<file path="src/common/lsu_pkg.sv">
// ~~~~~~~~~~~~~~~~~~~~~~~~~~~~~~~~~~~~~~~~~~~~~~~~~~~~~~~~~~~~~~~~~~~~~~
// Load/store path shared definitions: memory opcodes, widths and
// opcode class helpers.
// ~~~~~~~~~~~~~~~~~~~~~~~~~~~~~~~~~~~~~~~~~~~~~~~~~~~~~~~~~~~~~~~~~~~~~~

package lsu_pkg;

    // ~~~~~~~~~~~~~~~~~~~~~~~~~~~~~~~~~~~~~~~~~~~~~~~~~~~~~~~~~~~~~~~~~~
    // Widths
    // ~~~~~~~~~~~~~~~~~~~~~~~~~~~~~~~~~~~~~~~~~~~~~~~~~~~~~~~~~~~~~~~~~~

    localparam int XLEN   = 32;          // Data and address width.
    localparam int MASK_W = XLEN / 8;    // One enable per byte lane.
    localparam int TAG_W  = 5;           // Destination register index.

    // ~~~~~~~~~~~~~~~~~~~~~~~~~~~~~~~~~~~~~~~~~~~~~~~~~~~~~~~~~~~~~~~~~~
    // Memory opcodes
    // ~~~~~~~~~~~~~~~~~~~~~~~~~~~~~~~~~~~~~~~~~~~~~~~~~~~~~~~~~~~~~~~~~~

    typedef enum logic [3:0] {
        MEM_NONE = 4'd0,                 // Bubble, passes with no access.
        MEM_LB   = 4'd1,                 // Signed byte load.
        MEM_LH   = 4'd2,                 // Signed halfword load.
        MEM_LW   = 4'd3,
        MEM_LBU  = 4'd4,                 // Unsigned byte load.
        MEM_LHU  = 4'd5,                 // Unsigned halfword load.
        MEM_SB   = 4'd6,
        MEM_SH   = 4'd7,
        MEM_SW   = 4'd8
    } mem_op_e;

    // ~~~~~~~~~~~~~~~~~~~~~~~~~~~~~~~~~~~~~~~~~~~~~~~~~~~~~~~~~~~~~~~~~~
    // Opcode classes
    // ~~~~~~~~~~~~~~~~~~~~~~~~~~~~~~~~~~~~~~~~~~~~~~~~~~~~~~~~~~~~~~~~~~

    // True for any of the five loads.
    function automatic logic is_load(mem_op_e op);
        logic res;
        case (op)
            MEM_LB, MEM_LH, MEM_LW, MEM_LBU, MEM_LHU: res = 1'b1;
            default:                                  res = 1'b0;
        endcase
        return res;
    endfunction

    // True for any of the three stores.
    function automatic logic is_store(mem_op_e op);
        logic res;
        case (op)
            MEM_SB, MEM_SH, MEM_SW: res = 1'b1;
            default:                res = 1'b0;
        endcase
        return res;
    endfunction

endpackage

</file>
<file path="src/mem_stage/mem_stage.sv">
// ~~~~~~~~~~~~~~~~~~~~~~~~~~~~~~~~~~~~~~~~~~~~~~~~~~~~~~~~~~~~~~~~~~~~~~
// Memory-access stage: data memory request gating and the
// memory/writeback stage register.
// ~~~~~~~~~~~~~~~~~~~~~~~~~~~~~~~~~~~~~~~~~~~~~~~~~~~~~~~~~~~~~~~~~~~~~~

`timescale 1ns/1ps

module mem_stage (
    input  logic                        clk,
    input  logic                        rst_n,
    input  logic                        move,

    input  logic                        ex_valid,
    input  lsu_pkg::mem_op_e            ex_op,
    input  logic [lsu_pkg::XLEN-1:0]    ex_addr,
    input  logic [lsu_pkg::XLEN-1:0]    ex_dmem_addr,
    input  logic [lsu_pkg::MASK_W-1:0]  ex_rmask,
    input  logic [lsu_pkg::MASK_W-1:0]  ex_wmask,
    input  logic [lsu_pkg::XLEN-1:0]    ex_wdata,
    input  logic [lsu_pkg::TAG_W-1:0]   ex_tag,
    input  logic                        ex_misalign,

    output logic                        dmem_req,
    output logic [lsu_pkg::XLEN-1:0]    dmem_addr,
    output logic [lsu_pkg::MASK_W-1:0]  dmem_rmask,
    output logic [lsu_pkg::MASK_W-1:0]  dmem_wmask,
    output logic [lsu_pkg::XLEN-1:0]    dmem_wdata,

    output logic                        wb_valid,
    output lsu_pkg::mem_op_e            wb_op,
    output logic [1:0]                  wb_byte_off,
    output logic [lsu_pkg::TAG_W-1:0]   wb_tag,
    output logic                        wb_misalign
);

    logic issue;

    // ~~~~~~~~~~~~~~~~~~~~~~~~~~~~~~~~~~~~~~~~~~~~~~~~~~~~~~~~~~~~~~~~~~
    // Data memory request
    // ~~~~~~~~~~~~~~~~~~~~~~~~~~~~~~~~~~~~~~~~~~~~~~~~~~~~~~~~~~~~~~~~~~

    // A stalled or empty slot must not write twice or clobber rdata.
    assign issue = ex_valid && move;

    always_comb begin
        dmem_req   = issue && ((|ex_rmask) || (|ex_wmask));
        dmem_addr  = ex_dmem_addr;               // Word aligned.
        dmem_rmask = '0;
        dmem_wmask = '0;
        dmem_wdata = '0;
        if (dmem_req) begin
            dmem_rmask = ex_rmask;
            dmem_wmask = ex_wmask;
            dmem_wdata = ex_wdata;
        end
    end

    // ~~~~~~~~~~~~~~~~~~~~~~~~~~~~~~~~~~~~~~~~~~~~~~~~~~~~~~~~~~~~~~~~~~
    // Memory/writeback stage register
    // ~~~~~~~~~~~~~~~~~~~~~~~~~~~~~~~~~~~~~~~~~~~~~~~~~~~~~~~~~~~~~~~~~~

    always_ff @(posedge clk) begin
        if (!rst_n) begin
            wb_valid <= 1'b0;
        end else if (move) begin
            wb_valid <= ex_valid;
        end
    end

    always_ff @(posedge clk) begin
        if (move) begin
            wb_op       <= ex_op;
            wb_byte_off <= ex_addr[1:0];         // Lane select for the aligner.
            wb_tag      <= ex_tag;
            wb_misalign <= ex_misalign;
        end
    end

endmodule

</file>
<file path="config.mk">
export PLATFORM = sky130hd
export DESIGN_NAME = mem_stage
export DESIGN_NICKNAME = d
export VERILOG_FILES = /design/src/common/lsu_pkg.sv /design/src/mem_stage/mem_stage.sv
export SDC_FILE = /design/constraint.sdc
export NUM_CORES = 1
export LEC_CHECK = 0
export BUFFER_PORTS_ARGS = -buffer_cell sky130_fd_sc_hd__buf_2
export CORE_AREA = 2 2 80 82
export DETAILED_ROUTE_END_ITERATION = 10
export DIE_AREA = 0 0 82 84
export HOLD_SLACK_MARGIN = 0.02
export SLEW_MARGIN = 25
export SYNTH_ARGS = -nofsm -noshare
export SYNTH_HDL_FRONTEND = slang
export SYNTH_SLANG_ARGS = --single-unit
</file>
<file path="constraint.sdc">
create_clock -name clk -period 1 [get_ports clk]
set_input_delay 0.1 -clock clk [delete_from_list [all_inputs] [get_ports clk]]
set_output_delay 0.1 -clock clk [all_outputs]
set_load 0.05 [all_outputs]
</file>
==> metrics.cfg <==
[status]
status=finished with violations
violations=setup timing

[placed_design]
dpl.cell_count=291
place_ws_ns=-0.314
portBuffers=109
gp_congestion=0.639
dp_hpwl_mm=3.15

[drt]
wl_per_cell_um=14.8
drt_iter0_drc=31
vias=1327
drtAntennaViolNets=0
post-route-drc-count=0
vias_per_cell=4.38
drt-total-wl_mm=4.47
first_pass_iters=2

[floorplan]
core_um2=6100
start_util=0.191
die_height_um=84
die_area_um2=6890
rows=29
io_pins=204
fp.dieW_um=82

[worst_setup_path]
r2r_cells=2
reg2reg_slack_ns=0.39
worst_r2r_endpoint=wb_valid
cp.required_ns=0.90
start_kind=input pin
cp-end-kind=output port
arrival_ns=1.09
crit_type=in2out
crit-reg2reg-launch=wb_valid
worstPathMaxFanout=5

[synth]
syn_nets=256
synth_cell_type_count=16
syn_area_um2=1160
yosys_warnings=0
synth.avg_cell_area_um2=8.44
ys_ff_latch=13
ys_seq_area_frac=0.327
netlist_instances=138

[worst_hold_path]
min_from=ex_op[3]
hold_end=wb_op[3]
hp-class=in2reg
worstHoldPathCells=1

[final_layout]
n_fill_cell=609
insertedDiodeCount=0
regArea_um2=380
fin_cells=303
multi_input_comb_area_um2=787
drive_above_1_share=0.779
fin_nets=345
area_growth_pct=112

[flow_run]
maxCapViolCount=0

[global_routing]
overflow=0
grt_pass1_wl_mm=6.13
grt_max_degree=26
grt_pass1_vias=1285
antenna_found_initial=0
grt_usage=0.114

[clock_tree]
clock_sinks=13
cts_root_buffer=clkbuf_8
htreeDepth=1
cts_max_path_buffers=2
clkTransAtPathRegs_ns=0.05
insertion_delay_ns=0.24
cts_inserted_buffers=3
cts_tree=built

[sta]
setup_viol=33
tightestPinTransition_ns=0.293
hold_viol=0
fin_crit_ns=1.19
fmax_mhz=839
rsz0062_at_grt=true
setup_ws_ns=-0.192
finalMaxSlewViolations=0
skew_ns=0
period_share=1.19
slew-limit-headroom=0.803
hold_ws_ns=0.0348

[pwr]
p_leak_uw=0.00104
peakVddDrop_v=0.000624
powerDensity_nw_per_um2=869

registers in the layout, summed over array words and instances (netlist names):
signal       flops
wb_tag           5
wb_op            4
wb_byte_off      2
wb_misalign      1
wb_valid         1
how the worst max path moves through the flow:
stage	start	endpoint	slack (ns)	cells past startpoint
floorplan	move	dmem_wdata[0]	-0.14	4
finish	ex_wmask[2]	dmem_wdata[5]	-0.19	6
global placement	ex_wmask[3]	dmem_wdata[15]	-0.33	6
detailed placement	ex_wmask[3]	dmem_wdata[23]	-0.31	6
CTS	ex_rmask[0]	dmem_wdata[2]	-0.28	7
global route	ex_wmask[2]	dmem_wdata[9]	-0.24	6
critical path: stages:
cell and delay, ns:
buf_8 0.10, nor4_4 0.34, buf_6 0.20, buf_12 0.14
a21oi_4 0.06, buf_6 0.15
cell usage after synthesis, drive strengths merged:
library cell | instances | area (um2)
and3 | 8 | 51.3
a21oi | 33 | 184
dfxtp | 1 | 20.0
nor4 | 2 | 42.5
nand2 | 1 | 3.75
nand3 | 32 | 160
nand2b | 1 | 6.26
a21boi | 1 | 7.51
buf | 40 | 299
clkbuf | 7 | 30.0
edfxtp | 12 | 360
layer usage:
layer	vias up	track usage	share of wire
li1	637	-	-
met1	597	0.123	0.36
met2	71	0.204	0.52
met3	22	0.0184	0.089
met4	0	0.0667	0.032
met5	-	0	0
where the power goes:
part,switching [uW],leakage [uW],internal (uW)
sequential,9.95,0.000126,641
combinational,658,0.000896,386
clock,168,0.0000228,280
total,836,0.00104,1310
cells by family (layout without fill, tap and decap cells):
| group | Yosys count | after routing | synth area share |
|---|---|---|---|
| buffers and inverters | 47 | 135 | 0.282 |
| flip-flops | 13 | 13 | 0.327 |
| AND/OR/NAND/NOR | 44 | 44 | 0.227 |
| AO/OA/AOI/OAI | 34 | 34 | 0.164 |
layout make-up:
| class | instances | share of cell area |
|---|---|---|
| timing repair buffer | 131 | 0.470 |
| multi-input combinational | 78 | 0.319 |
| sequential | 13 | 0.154 |
| tap | 77 | 0.0390 |
| clock buffer | 4 | 0.0183 |
layout by cell type, fill, tap and decap left out:
cell type,netlist,layout
a21boi_0,1,1
buf_8,0,3
a21oi_2,5,4
buf_16,0,2
buf_6,3,38
nand2_1,1,1
nand3_1,32,32
buf_12,0,9
nand2b_1,1,1
dlygate4sd3_1,0,1
and3_2,1,8
buf_4,32,4
edfxtp_1,12,12
clkbuf_16,0,2
nor4_4,2,2
buf_2,5,72
a21oi_4,0,29
dfxtp_1,1,1
clkbuf_1,6,1
clkbuf_8,0,3
what timing repair did:
item,CTS,global route
hold endpoints to repair,0,1
endpoints found under the setup margin,33,33
pin swaps,6,9
cloned,2,2
hold buffers,0,1
setup buffers,3,1
resized for setup,82,17
through the flow:
stage	power (uW)	setup TNS [ns]	cell area [um2]	utilization
after CTS	2120	-7.12	2310	0.379
after global placement	1540	-10.21	1910	0.313
final	2140	-6.01	2470	0.405
after floorplan	1590	-3.62	1410	-
after global routing	2250	-7.59	2470	0.405
after detailed placement	1550	-9.91	1910	0.313
Power figures use the tool's default switching activity.
