`src/common/lsu_pkg.sv`:
```
// ~~~~~~~~~~~~~~~~~~~~~~~~~~~~~~~~~~~~~~~~~~~~~~~~~~~~~~~~~~~~~~~~~~~~~~
// Load/store path shared definitions: memory opcodes, widths and
// opcode class helpers.
// ~~~~~~~~~~~~~~~~~~~~~~~~~~~~~~~~~~~~~~~~~~~~~~~~~~~~~~~~~~~~~~~~~~~~~~

package lsu_pkg;

    // ~~~~~~~~~~~~~~~~~~~~~~~~~~~~~~~~~~~~~~~~~~~~~~~~~~~~~~~~~~~~~~~~~~
    // Widths
    // ~~~~~~~~~~~~~~~~~~~~~~~~~~~~~~~~~~~~~~~~~~~~~~~~~~~~~~~~~~~~~~~~~~

    localparam int XLEN   = 32;          // Data and address width.
    localparam int MASK_W = XLEN / 8;    // One enable per byte lane.
    localparam int TAG_W  = 5;           // Destination register index.

    // ~~~~~~~~~~~~~~~~~~~~~~~~~~~~~~~~~~~~~~~~~~~~~~~~~~~~~~~~~~~~~~~~~~
    // Memory opcodes
    // ~~~~~~~~~~~~~~~~~~~~~~~~~~~~~~~~~~~~~~~~~~~~~~~~~~~~~~~~~~~~~~~~~~

    typedef enum logic [3:0] {
        MEM_NONE = 4'd0,                 // Bubble, passes with no access.
        MEM_LB   = 4'd1,                 // Signed byte load.
        MEM_LH   = 4'd2,                 // Signed halfword load.
        MEM_LW   = 4'd3,
        MEM_LBU  = 4'd4,                 // Unsigned byte load.
        MEM_LHU  = 4'd5,                 // Unsigned halfword load.
        MEM_SB   = 4'd6,
        MEM_SH   = 4'd7,
        MEM_SW   = 4'd8
    } mem_op_e;

    // ~~~~~~~~~~~~~~~~~~~~~~~~~~~~~~~~~~~~~~~~~~~~~~~~~~~~~~~~~~~~~~~~~~
    // Opcode classes
    // ~~~~~~~~~~~~~~~~~~~~~~~~~~~~~~~~~~~~~~~~~~~~~~~~~~~~~~~~~~~~~~~~~~

    // True for any of the five loads.
    function automatic logic is_load(mem_op_e op);
        logic res;
        case (op)
            MEM_LB, MEM_LH, MEM_LW, MEM_LBU, MEM_LHU: res = 1'b1;
            default:                                  res = 1'b0;
        endcase
        return res;
    endfunction

    // True for any of the three stores.
    function automatic logic is_store(mem_op_e op);
        logic res;
        case (op)
            MEM_SB, MEM_SH, MEM_SW: res = 1'b1;
            default:                res = 1'b0;
        endcase
        return res;
    endfunction

endpackage

```
`src/logic/load_align.sv`:
```
// ~~~~~~~~~~~~~~~~~~~~~~~~~~~~~~~~~~~~~~~~~~~~~~~~~~~~~~~~~~~~~~~~~~~~~~
// Load aligner: lane extraction, sign/zero extension and the output
// result register.
// ~~~~~~~~~~~~~~~~~~~~~~~~~~~~~~~~~~~~~~~~~~~~~~~~~~~~~~~~~~~~~~~~~~~~~~

`timescale 1ns/1ps

module load_align (
    input  logic                        clk,
    input  logic                        rst_n,
    input  logic                        move,

    input  logic                        wb_valid,
    input  lsu_pkg::mem_op_e            wb_op,
    input  logic [1:0]                  wb_byte_off,
    input  logic [lsu_pkg::TAG_W-1:0]   wb_tag,
    input  logic                        wb_misalign,
    input  logic [lsu_pkg::XLEN-1:0]    dmem_rdata,

    output logic                        out_valid,
    output logic [lsu_pkg::XLEN-1:0]    out_rdata,
    output logic [lsu_pkg::TAG_W-1:0]   out_tag,
    output lsu_pkg::mem_op_e            out_op,
    output logic                        out_misalign
);

    logic [lsu_pkg::XLEN-1:0] shifted;
    logic [7:0]               byte_lane;
    logic [15:0]              half_lane;
    logic [lsu_pkg::XLEN-1:0] result;

    // ~~~~~~~~~~~~~~~~~~~~~~~~~~~~~~~~~~~~~~~~~~~~~~~~~~~~~~~~~~~~~~~~~~
    // Lane select and extension
    // ~~~~~~~~~~~~~~~~~~~~~~~~~~~~~~~~~~~~~~~~~~~~~~~~~~~~~~~~~~~~~~~~~~

    always_comb begin
        // Bring the addressed lane down to bit 0.
        shifted   = dmem_rdata >> {wb_byte_off, 3'b000};
        byte_lane = shifted[7:0];
        half_lane = shifted[15:0];
        result    = '0;

        if (lsu_pkg::is_load(wb_op) && !wb_misalign) begin
            case (wb_op)
                lsu_pkg::MEM_LB: begin
                    result = {{(lsu_pkg::XLEN-8){byte_lane[7]}}, byte_lane};
                end
                lsu_pkg::MEM_LBU: begin
                    result = {{(lsu_pkg::XLEN-8){1'b0}}, byte_lane};
                end
                lsu_pkg::MEM_LH: begin
                    result = {{(lsu_pkg::XLEN-16){half_lane[15]}}, half_lane};
                end
                lsu_pkg::MEM_LHU: begin
                    result = {{(lsu_pkg::XLEN-16){1'b0}}, half_lane};
                end
                lsu_pkg::MEM_LW: begin
                    result = dmem_rdata;          // Word is already aligned.
                end
                default: begin
                    result = '0;
                end
            endcase
        end
    end

    // ~~~~~~~~~~~~~~~~~~~~~~~~~~~~~~~~~~~~~~~~~~~~~~~~~~~~~~~~~~~~~~~~~~
    // Output result register
    // ~~~~~~~~~~~~~~~~~~~~~~~~~~~~~~~~~~~~~~~~~~~~~~~~~~~~~~~~~~~~~~~~~~

    always_ff @(posedge clk) begin
        if (!rst_n) begin
            out_valid <= 1'b0;
        end else if (move) begin
            out_valid <= wb_valid;
        end
    end

    // Held under back-pressure, so the waiting result stays stable.
    always_ff @(posedge clk) begin
        if (move) begin
            out_rdata    <= result;
            out_tag      <= wb_tag;
            out_op       <= wb_op;
            out_misalign <= wb_misalign;
        end
    end

endmodule

```
`config.mk`:
```
export PLATFORM = sky130hd
export DESIGN_NAME = load_align
export DESIGN_NICKNAME = d
export VERILOG_FILES = /design/src/common/lsu_pkg.sv /design/src/logic/load_align.sv
export SDC_FILE = /design/constraint.sdc
export NUM_CORES = 1
export LEC_CHECK = 0
export ABC_AREA = 1
export BUFFER_PORTS_ARGS = -buffer_cell sky130_fd_sc_hd__buf_2
export CORE_MARGIN = 3
export CORE_UTILIZATION = 40
export DETAILED_ROUTE_END_ITERATION = 6
export PLACE_DENSITY = 0.69
export SKIP_LAST_GASP = 1
export SYNTH_ARGS = -nofsm -noshare
export SYNTH_HDL_FRONTEND = slang
export SYNTH_SLANG_ARGS = --single-unit
```
`constraint.sdc`:
```
create_clock -name clk -period 1.4 [get_ports clk]
set_clock_uncertainty 0.15 [all_clocks]
set_input_delay 0.28 -clock clk [delete_from_list [all_inputs] [get_ports clk]]
set_output_delay 0.28 -clock clk [all_outputs]
set_load 0.01 [all_outputs]
```
==> reports/results.txt <==
Initial Util - 42.2%
Worst-skew pair later-pin latency - 0.29 ns
Worst hold path type - input pin to register
DR vias - 2437
Syn Inst Count - 327
Average vias per placed instance - 4.81
Most common cell after layout, fill and taps aside - nand2_1
GRT overflow - 0
Initial drt markers - 105
Hold-fix buffers, CTS - 0
Max FO, Critical Path - 1
CP max-delay cell - edfxtp_1
Wire per inst - 12.1 um
Clk slew on worst S/H paths - 0.08 ns
Power Density - 904 nW/um2
Yosys Warn Count - 0
Ordered cell list for the critical path - buf_2
Final period utilization - 89.5%
Crit path DAT - 0.82 ns
Max Fclk - 799 MHz
Required time of the critical path - 0.97 ns
Critical Path Source Type - register
Post-route ant nets - 0
CTS sink cnt - 43
Initial antenna violation count - 0
Area of the multi-input gates - 992 um2
Synth area leaders - edfxtp_1 (49%), nand2_1 (19%), inv_1 (7.0%)
Crit. End Element - output pin
WL final - 6150 um
Min cycle time layout - 1.25 ns
Final setup viols - 0
Most frequent cells in the layout - nand2_1 (127), buf_2 (90), inv_1 (47)
Distinct cells, synth - 20
Setup bufs post-CTS - 0
FF/Latch Area - 1280 um2
Synth top area share - 49.3%
Register bit total from synthesis - 43
CP delay by family, top - flip-flops
H-Tree Depth - 2
RSZ-0062 raised after global routing - no
Leak Pwr - 1.85 nW
Largest net degree at the start of global routing - 45
Seq/Total Area, Yosys - 50.1%
Peak VDD IR - 0.534 mV
Die H - 85.9 um
Detailed-route DRC error count - 0
Slew @ Worst Pin - 0.295 ns
Area grow syn2layout - 29.9%
Clk buf depth - 2
Net Count, Synth - 375
Status - completed
Final-report hold violation count - 0
I/O Pins - 91
CTS buffer count - 5
Core area - 6060 um2
Diode count - 0
Finished Layout Cells - 507
Row count - 28
Synthesized area per cell - 7.82 um2
Final core occ - 54.8%
Slew Limit Headroom - 80.2%
Slowest stage delay, CP - 0.38 ns
Kind of critical path - register to output pin
Root Buffer - clkbuf_8
Placed Instances - 499
Final slew viol count - 0
Design Power - 3.00 mW
Cell taking the most area after synthesis - edfxtp_1
Drt pass-1 iters - 4
Share of post-route cells with drive strength above 1 - 32.2%
CP Buf/Inv Count - 1
# port buffers - 90
Post-DP HPWL - 4780 um
Routability cong. - 0.883
CTS tree - built
Die X - 85.9 um
All-Layer GR Usage - 16.9%
First-pass GRT wire length - 10100 um
Fill count - 613
Mapped Area - 2560 um2
Vias in the first global route - 2295
Max-cap violations - 0
Die area - 7390 um2
Nets - 479
[flip-flops by register name (all words and copies together) (netlist names)]
register,count
out_misalign,1
out_op,4
out_rdata,32
out_tag,5
out_valid,1
[logic make-up (layout without fill, tap and decap cells)]
kind of cell / after synthesis / count (layout) / synth area share, %
compound gates: 24 / 24 / 4.70
flops: 43 / 43 / 50.1
simple gates: 197 / 197 / 34.0
buf+inv: 63 / 168 / 11.2
[cells in the mapped netlist]
| cell type | n |
|---|---|
| a21oi_1 | 9 |
| and2_1 | 1 |
| buf_2 | 3 |
| buf_4 | 4 |
| buf_6 | 4 |
| clkbuf_1 | 2 |
| dfxtp_1 | 1 |
| edfxtp_1 | 42 |
| inv_1 | 48 |
| inv_2 | 2 |
| nand2_1 | 127 |
| nand2_2 | 3 |
| nand2_4 | 1 |
| nand3_1 | 27 |
| nand3_2 | 11 |
| nor2_1 | 25 |
| nor2_2 | 1 |
| nor2_4 | 1 |
| o21ai_0 | 11 |
| o21ai_1 | 4 |
[final cells by class]
class,count,area share [%]
clock inverters,3,1.32
inverters,50,5.73
clock buffers,5,2.07
flip-flops and latches,43,38.6
repair buffers,110,19.6
well taps,75,2.83
multi-input cells,221,29.9
[routing by layer]
layer	GRT usage, %	wire length (um)	up-vias
li1	-	-	1231
met1	22.6	2750	1108
met2	27.5	2780	88
met3	4.23	549	10
met4	4.03	74	0
met5	0	0	-
[what timing repair did]
item                                    4_1_cts  5_1_grt
resized for setup                             0        2
endpoints found under the setup margin        0       22
endpoints found under the hold margin         0        0
[power by group]
group	internal, mW	switching (mW)	leakage, nW
clock network	0.531	0.432	0.0581
logic	0.218	0.312	1.38
registers	1.49	0.0168	0.410
total	2.24	0.762	1.85
[worst paths after layout]
path / slack [ns] / start / depth (start not counted) / to
max reg2reg: 0.60 / out_valid$_SDFFE_PN0P_ / 2 / out_valid$_SDFFE_PN0P_
min: 0.008 / wb_tag[1] / 1 / out_tag[1]$_DFFE_PP_
max: 0.15 / out_rdata[4]$_SDFFCE_PN0P_ / 1 / out_rdata[4]
min reg2reg: 0.42 / out_valid$_SDFFE_PN0P_ / 2 / out_valid$_SDFFE_PN0P_
[per-stage QoR]
stage | instance area [um2] | setup TNS [ns] | hold slack (ns) | setup WS, ns
finish | 3320 | 0 | 0.00819 | 0.148
global route | 3320 | 0 | 0.00220 | 0.0214
CTS | 3320 | 0 | 0.000584 | 0.100
detailed placement | 3210 | -5.17 | 0.311 | -0.199
global placement | 3210 | -3.94 | 0.307 | -0.163
floorplan | 2560 | 0 | 0.223 | 0.00334
Note: power is estimated with default switching activity, not from simulation.
