$ cat src/common/lsu_pkg.sv
// ~~~~~~~~~~~~~~~~~~~~~~~~~~~~~~~~~~~~~~~~~~~~~~~~~~~~~~~~~~~~~~~~~~~~~~
// Load/store path shared definitions: memory opcodes, widths and
// opcode class helpers.
// ~~~~~~~~~~~~~~~~~~~~~~~~~~~~~~~~~~~~~~~~~~~~~~~~~~~~~~~~~~~~~~~~~~~~~~

package lsu_pkg;

    // ~~~~~~~~~~~~~~~~~~~~~~~~~~~~~~~~~~~~~~~~~~~~~~~~~~~~~~~~~~~~~~~~~~
    // Widths
    // ~~~~~~~~~~~~~~~~~~~~~~~~~~~~~~~~~~~~~~~~~~~~~~~~~~~~~~~~~~~~~~~~~~

    localparam int XLEN   = 32;          // Data and address width.
    localparam int MASK_W = XLEN / 8;    // One enable per byte lane.
    localparam int TAG_W  = 5;           // Destination register index.

    // ~~~~~~~~~~~~~~~~~~~~~~~~~~~~~~~~~~~~~~~~~~~~~~~~~~~~~~~~~~~~~~~~~~
    // Memory opcodes
    // ~~~~~~~~~~~~~~~~~~~~~~~~~~~~~~~~~~~~~~~~~~~~~~~~~~~~~~~~~~~~~~~~~~

    typedef enum logic [3:0] {
        MEM_NONE = 4'd0,                 // Bubble, passes with no access.
        MEM_LB   = 4'd1,                 // Signed byte load.
        MEM_LH   = 4'd2,                 // Signed halfword load.
        MEM_LW   = 4'd3,
        MEM_LBU  = 4'd4,                 // Unsigned byte load.
        MEM_LHU  = 4'd5,                 // Unsigned halfword load.
        MEM_SB   = 4'd6,
        MEM_SH   = 4'd7,
        MEM_SW   = 4'd8
    } mem_op_e;

    // ~~~~~~~~~~~~~~~~~~~~~~~~~~~~~~~~~~~~~~~~~~~~~~~~~~~~~~~~~~~~~~~~~~
    // Opcode classes
    // ~~~~~~~~~~~~~~~~~~~~~~~~~~~~~~~~~~~~~~~~~~~~~~~~~~~~~~~~~~~~~~~~~~

    // True for any of the five loads.
    function automatic logic is_load(mem_op_e op);
        logic res;
        case (op)
            MEM_LB, MEM_LH, MEM_LW, MEM_LBU, MEM_LHU: res = 1'b1;
            default:                                  res = 1'b0;
        endcase
        return res;
    endfunction

    // True for any of the three stores.
    function automatic logic is_store(mem_op_e op);
        logic res;
        case (op)
            MEM_SB, MEM_SH, MEM_SW: res = 1'b1;
            default:                res = 1'b0;
        endcase
        return res;
    endfunction

endpackage

$ cat src/logic/lsu_agu.sv
// ~~~~~~~~~~~~~~~~~~~~~~~~~~~~~~~~~~~~~~~~~~~~~~~~~~~~~~~~~~~~~~~~~~~~~~
// Address unit: effective address, alignment check, byte masks, store
// lane shift and the execute/memory stage register.
// ~~~~~~~~~~~~~~~~~~~~~~~~~~~~~~~~~~~~~~~~~~~~~~~~~~~~~~~~~~~~~~~~~~~~~~

`timescale 1ns/1ps

module lsu_agu #(
    parameter int ADDR_W = 8
) (
    input  logic                        clk,
    input  logic                        rst_n,
    input  logic                        move,

    input  logic                        in_valid,
    input  lsu_pkg::mem_op_e            in_op,
    input  logic [lsu_pkg::XLEN-1:0]    in_base,
    input  logic [11:0]                 in_offset,
    input  logic [lsu_pkg::XLEN-1:0]    in_wdata,
    input  logic [lsu_pkg::TAG_W-1:0]   in_tag,

    output logic                        ex_valid,
    output lsu_pkg::mem_op_e            ex_op,
    output logic [lsu_pkg::XLEN-1:0]    ex_addr,
    output logic [lsu_pkg::XLEN-1:0]    ex_dmem_addr,
    output logic [lsu_pkg::MASK_W-1:0]  ex_rmask,
    output logic [lsu_pkg::MASK_W-1:0]  ex_wmask,
    output logic [lsu_pkg::XLEN-1:0]    ex_wdata,
    output logic [lsu_pkg::TAG_W-1:0]   ex_tag,
    output logic                        ex_misalign
);

    logic [lsu_pkg::XLEN-1:0]   eff_addr;
    logic [lsu_pkg::MASK_W-1:0] size_mask;
    logic [lsu_pkg::MASK_W-1:0] lane_mask;
    logic [lsu_pkg::MASK_W-1:0] rmask;
    logic [lsu_pkg::MASK_W-1:0] wmask;
    logic [lsu_pkg::XLEN-1:0]   wdata_lane;
    logic                       misalign;

    // ~~~~~~~~~~~~~~~~~~~~~~~~~~~~~~~~~~~~~~~~~~~~~~~~~~~~~~~~~~~~~~~~~~
    // Address and mask generation
    // ~~~~~~~~~~~~~~~~~~~~~~~~~~~~~~~~~~~~~~~~~~~~~~~~~~~~~~~~~~~~~~~~~~

    always_comb begin
        eff_addr  = in_base + {{(lsu_pkg::XLEN-12){in_offset[11]}}, in_offset};
        size_mask = '0;
        misalign  = 1'b0;
        case (in_op)
            lsu_pkg::MEM_LB, lsu_pkg::MEM_LBU, lsu_pkg::MEM_SB: begin
                size_mask = 4'b0001;
            end
            lsu_pkg::MEM_LH, lsu_pkg::MEM_LHU, lsu_pkg::MEM_SH: begin
                size_mask = 4'b0011;
                misalign  = eff_addr[0];         // Odd halfword.
            end
            lsu_pkg::MEM_LW, lsu_pkg::MEM_SW: begin
                size_mask = 4'b1111;
                misalign  = |eff_addr[1:0];      // Word off a 4-byte boundary.
            end
            default: begin
                size_mask = '0;                  // MEM_NONE touches nothing.
            end
        endcase

        // A misaligned access is dropped, so it carries no lanes.
        lane_mask  = misalign ? '0 : (size_mask << eff_addr[1:0]);
        rmask      = lsu_pkg::is_load(in_op)  ? lane_mask : '0;
        wmask      = lsu_pkg::is_store(in_op) ? lane_mask : '0;
        wdata_lane = in_wdata << {eff_addr[1:0], 3'b000}; // Into byte lanes.
    end

    // ~~~~~~~~~~~~~~~~~~~~~~~~~~~~~~~~~~~~~~~~~~~~~~~~~~~~~~~~~~~~~~~~~~
    // Execute/memory stage register
    // ~~~~~~~~~~~~~~~~~~~~~~~~~~~~~~~~~~~~~~~~~~~~~~~~~~~~~~~~~~~~~~~~~~

    always_ff @(posedge clk) begin
        if (!rst_n) begin
            ex_valid <= 1'b0;
        end else if (move) begin
            ex_valid <= in_valid;
        end
    end

    always_ff @(posedge clk) begin
        if (move) begin
            ex_op        <= in_op;
            ex_addr      <= eff_addr;
            ex_dmem_addr <= {eff_addr[lsu_pkg::XLEN-1:2], 2'b00};
            ex_rmask     <= rmask;
            ex_wmask     <= wmask;
            ex_wdata     <= wdata_lane;
            ex_tag       <= in_tag;
            ex_misalign  <= misalign;
        end
    end

endmodule

$ cat config.mk
export PLATFORM = sky130hd
export DESIGN_NAME = lsu_agu
export DESIGN_NICKNAME = d
export VERILOG_FILES = /design/src/common/lsu_pkg.sv /design/src/logic/lsu_agu.sv
export SDC_FILE = /design/constraint.sdc
export NUM_CORES = 1
export LEC_CHECK = 0
export ABC_CLOCK_PERIOD_IN_PS = 3340
export BUFFER_PORTS_ARGS = -buffer_cell sky130_fd_sc_hd__buf_4
export CAP_MARGIN = 20
export CELL_PAD_IN_SITES_DETAIL_PLACEMENT = 0
export CELL_PAD_IN_SITES_GLOBAL_PLACEMENT = 1
export CORE_MARGIN = 2
export CORE_UTILIZATION = 37
export DETAILED_ROUTE_END_ITERATION = 12
export PLACE_DENSITY_LB_ADDON = 0.2
export SETUP_SLACK_MARGIN = 0.2
export SLEW_MARGIN = 20
export SYNTH_ARGS = -nofsm -noshare
export SYNTH_HDL_FRONTEND = slang
export SYNTH_SLANG_ARGS = --single-unit
$ cat constraint.sdc
create_clock -name clk -period 3.34 [get_ports clk]
set_input_delay 0.668 -clock clk [delete_from_list [all_inputs] [get_ports clk]]
set_output_delay 0.668 -clock clk [all_outputs]
set_load 0.05 [all_outputs]
==> results.cfg <==
[status]
status = finished, final reports clean

[cts]
cts_buffer_depth = 2
htreeDepth = 3
ctsHoldBuffers = 0
clk_latency_ns = 0.34
cts_root_buffer = clkbuf_16
clkSlewWorstSetupHoldPaths_ns = 0.06
cts-buffers-inserted = 9
cts_tree = yes
clock_sink_count = 83
cts_resized = 0
postCtsSetupBuffers = 0

[route]
drcViolationCount = 0
wl_met1_um = 5640
firstDrtPassIters = 4
routedWlPerCell_um = 15.5
wirelength_um = 13000
wl_met2_um = 6450
route.vias.total = 4256
drtAntennaViolNets = 0
met3_length_um = 754
vias_per_cell = 5.07
top_layer = met4
drt_iter0_drc = 227

[synthesis]
synth_ff_type = edfxtp_1
yosysUniqueCellTypes = 62
synthesis.area_um2 = 5240
synth-edff-count = 82
synth_warnings = 0
synth_seq_cells = 83
synthCells = 489
synth_area_leaders = edfxtp_1 (47%), ha_1 (7.4%), a21oi_1 (4.6%)
synth_seq_area_share = 0.473
syn_area_per_cell_um2 = 10.7
ys_async_sr_fraction = 0
synth_top_area_frac = 0.470
yosysTopAreaCell = edfxtp_1

[sta]
rsz0062_at_grt = false
worstMarginPinSlew_ns = 0.656
setup_violations = 0
slew_headroom = 0.562
finalCritPeriodShare = 0.833
final.setup.tns_ns = 0
fin_worst_skew_ns = 0
hold_viol_final = 0
maxSlewViolCount = 0
period_needed_ns = 2.78
max_freq_mhz = 359

[global_routing]
track_usage = 0.170
first_global_vias = 4163
overflow = 0
grt_pass1_wl_um = 20100
grt_max_degree = 49
antenna_found_initial = 0

[layout]
nets = 776
instances_no_fill = 840
area_growth_pct = 34.3
final_util = 0.507
drive_gt1_frac = 0.348
antenna_cells = 0

[setup_path]
max_stage_delay_ns = 0.44
cpMaxStageDelayCell = a211oi_1
crit_required_ns = 3.42
cp_cell_sequence = buf_4, ha_1, inv_1, fa_1, nor2b_1, o2111ai_1, a211oi_1, nor4_4, o22ai_1, a21oi_1, xnor2_1
arrival_ns = 2.86
r2r_slack_ns = 2.76
path_class = in2reg
end_kind = register
cp_max_fo = 4
start_kind = input pin

[power_and_ir_drop]
leakagePower_nw = 3.05
design_power_total_mw = 4.08
vdd_drop_max_uv = 223
pwr-share-clk = 0.260
p_comb_frac = 0.400
swShare = 0.385
sequentialPowerShare = 0.339
pwr_density_cell_nw_per_um2 = 580
power_switching_mw = 1.57
p_int_mw = 2.51

[placed_design]
placed_cells = 824
place_congestion = 0.837
io_buffer_count = 201
dp_hpwl_um = 10100

[die]
die_h_um = 123
start_util = 0.378
io_pins = 204
design.core.area_um2 = 13900
dieArea_um2 = 15100
num_rows = 43
chipWidth_um = 123

[hold_path]
hp-class = in2reg

[job]
drv_cap = 0
## per-layer routing
metal	vias to the layer above	GRT usage
met1	1972	0.223
met4	0	0.0540
li1	2135	-
met3	11	0.0258
met2	138	0.288
met5	-	0
## cells by family after synthesis
kind of cell	share of synthesized area
other	0.000715
multiplexers	0.0324
buffers and inverters	0.0682
adder cells (fa/ha/maj)	0.0778
XOR/XNOR	0.0484
AND/OR/NAND/NOR	0.122
flip-flops	0.473
AO/OA/AOI/OAI	0.177
## synthesized netlist by cell type, types with 2 or more instances
library cell / instances
mux2i_1: 17
o31ai_1: 2
a21o_1: 18
inv_1: 8
a21boi_0: 2
a211oi_1: 11
buf_4: 32
o211ai_1: 2
nor2b_1: 12
buf_1: 4
nand3b_1: 2
nand4_1: 2
nor2_1: 28
ha_1: 31
and3_1: 3
o21a_1: 7
o21bai_1: 2
o22ai_1: 2
a41oi_1: 3
xnor2_1: 20
a31oi_1: 6
clkbuf_1: 14
o22a_1: 2
nand2_1: 33
xor2_1: 9
a21oi_1: 48
nand2b_1: 6
o21ai_0: 22
edfxtp_1: 82
o32a_1: 2
nor3_1: 11
nand3_1: 5
or4_1: 2
and2_1: 11
## registers in the layout, summed over array words and instances, names as in the netlist
signal and cells:
ex_valid 1, ex_wdata 32, ex_rmask 4, ex_wmask 4
ex_addr 32, ex_misalign 1, ex_op 4, ex_tag 5
## worst paths after layout
path | from | to | cells past startpoint
max | in_base[0] | ex_addr[26] | 11
max reg2reg | ex_valid | ex_valid | 2
min reg2reg | ex_valid | ex_valid | 2
min | in_tag[3] | ex_tag[3] | 1
## per-stage QoR
| stage | setup WS (ns) | instance area (um2) | hold slack, ns |
|---|---|---|---|
| 4_1_cts | 0.556 | 7040 | 0.496 |
| 5_1_grt | 0.368 | 7040 | 0.497 |
| 2_1_floorplan | 0.556 | 5250 | 0.743 |
| 3_5_place_dp | 0.199 | 6720 | 0.511 |
| 6_report | 0.558 | 7040 | 0.511 |
| 3_3_place_gp | 0.210 | 6720 | 0.496 |
## placed cells by master, fill, tap and decap left out, drive strengths merged, types with 3 or more instances in the layout
cell type	synthesis	routed
or4	3	3
nand2b	6	6
ha	31	31
a21o	19	19
a211oi	12	12
a31oi	6	6
a41oi	3	3
buf	36	206
and2	11	11
o21a	7	7
a21oi	48	48
nor3	11	11
o21ai	23	23
and3	4	4
clkbuf	14	9
mux2i	17	17
inv	8	10
nor2b	12	12
nand2	33	33
xnor2	20	20
nor2	28	28
xor2	9	9
nand3	5	5
edfxtp	82	82
## cell type report
cell class	instances	area (um2)
fillers	1270	6840
flip-flops and latches	83	2480
multi-input cells	347	2410
repair buffers	206	1570
clock buffers	9	225
well taps	180	225
clock inverters	7	98.8
inverters	8	30.0
## critical path, delay by kind of cell
family                     cells  cell delay (ns)
adders and majority gates      2             0.59
and+or+nand+nor                2             0.28
buffers and inverters          2             0.15
AOI/OAI and AO/OA              4             1.03
xor gates and xnor gates       1             0.15
## power by group through the flow
| stage | combinational, mW | sequential (mW) | clock (mW) |
|---|---|---|---|
| final | 1.63 | 1.39 | 1.06 |
| after CTS | 1.64 | 1.39 | 1.09 |
| after global routing | 1.73 | 1.40 | 1.13 |
| after detailed placement | 1.64 | 1.41 | 0 |
| after floorplan | 0.740 | 1.86 | 0 |
| after global placement | 1.63 | 1.41 | 0 |
Note: power is estimated with default switching activity, not from simulation.
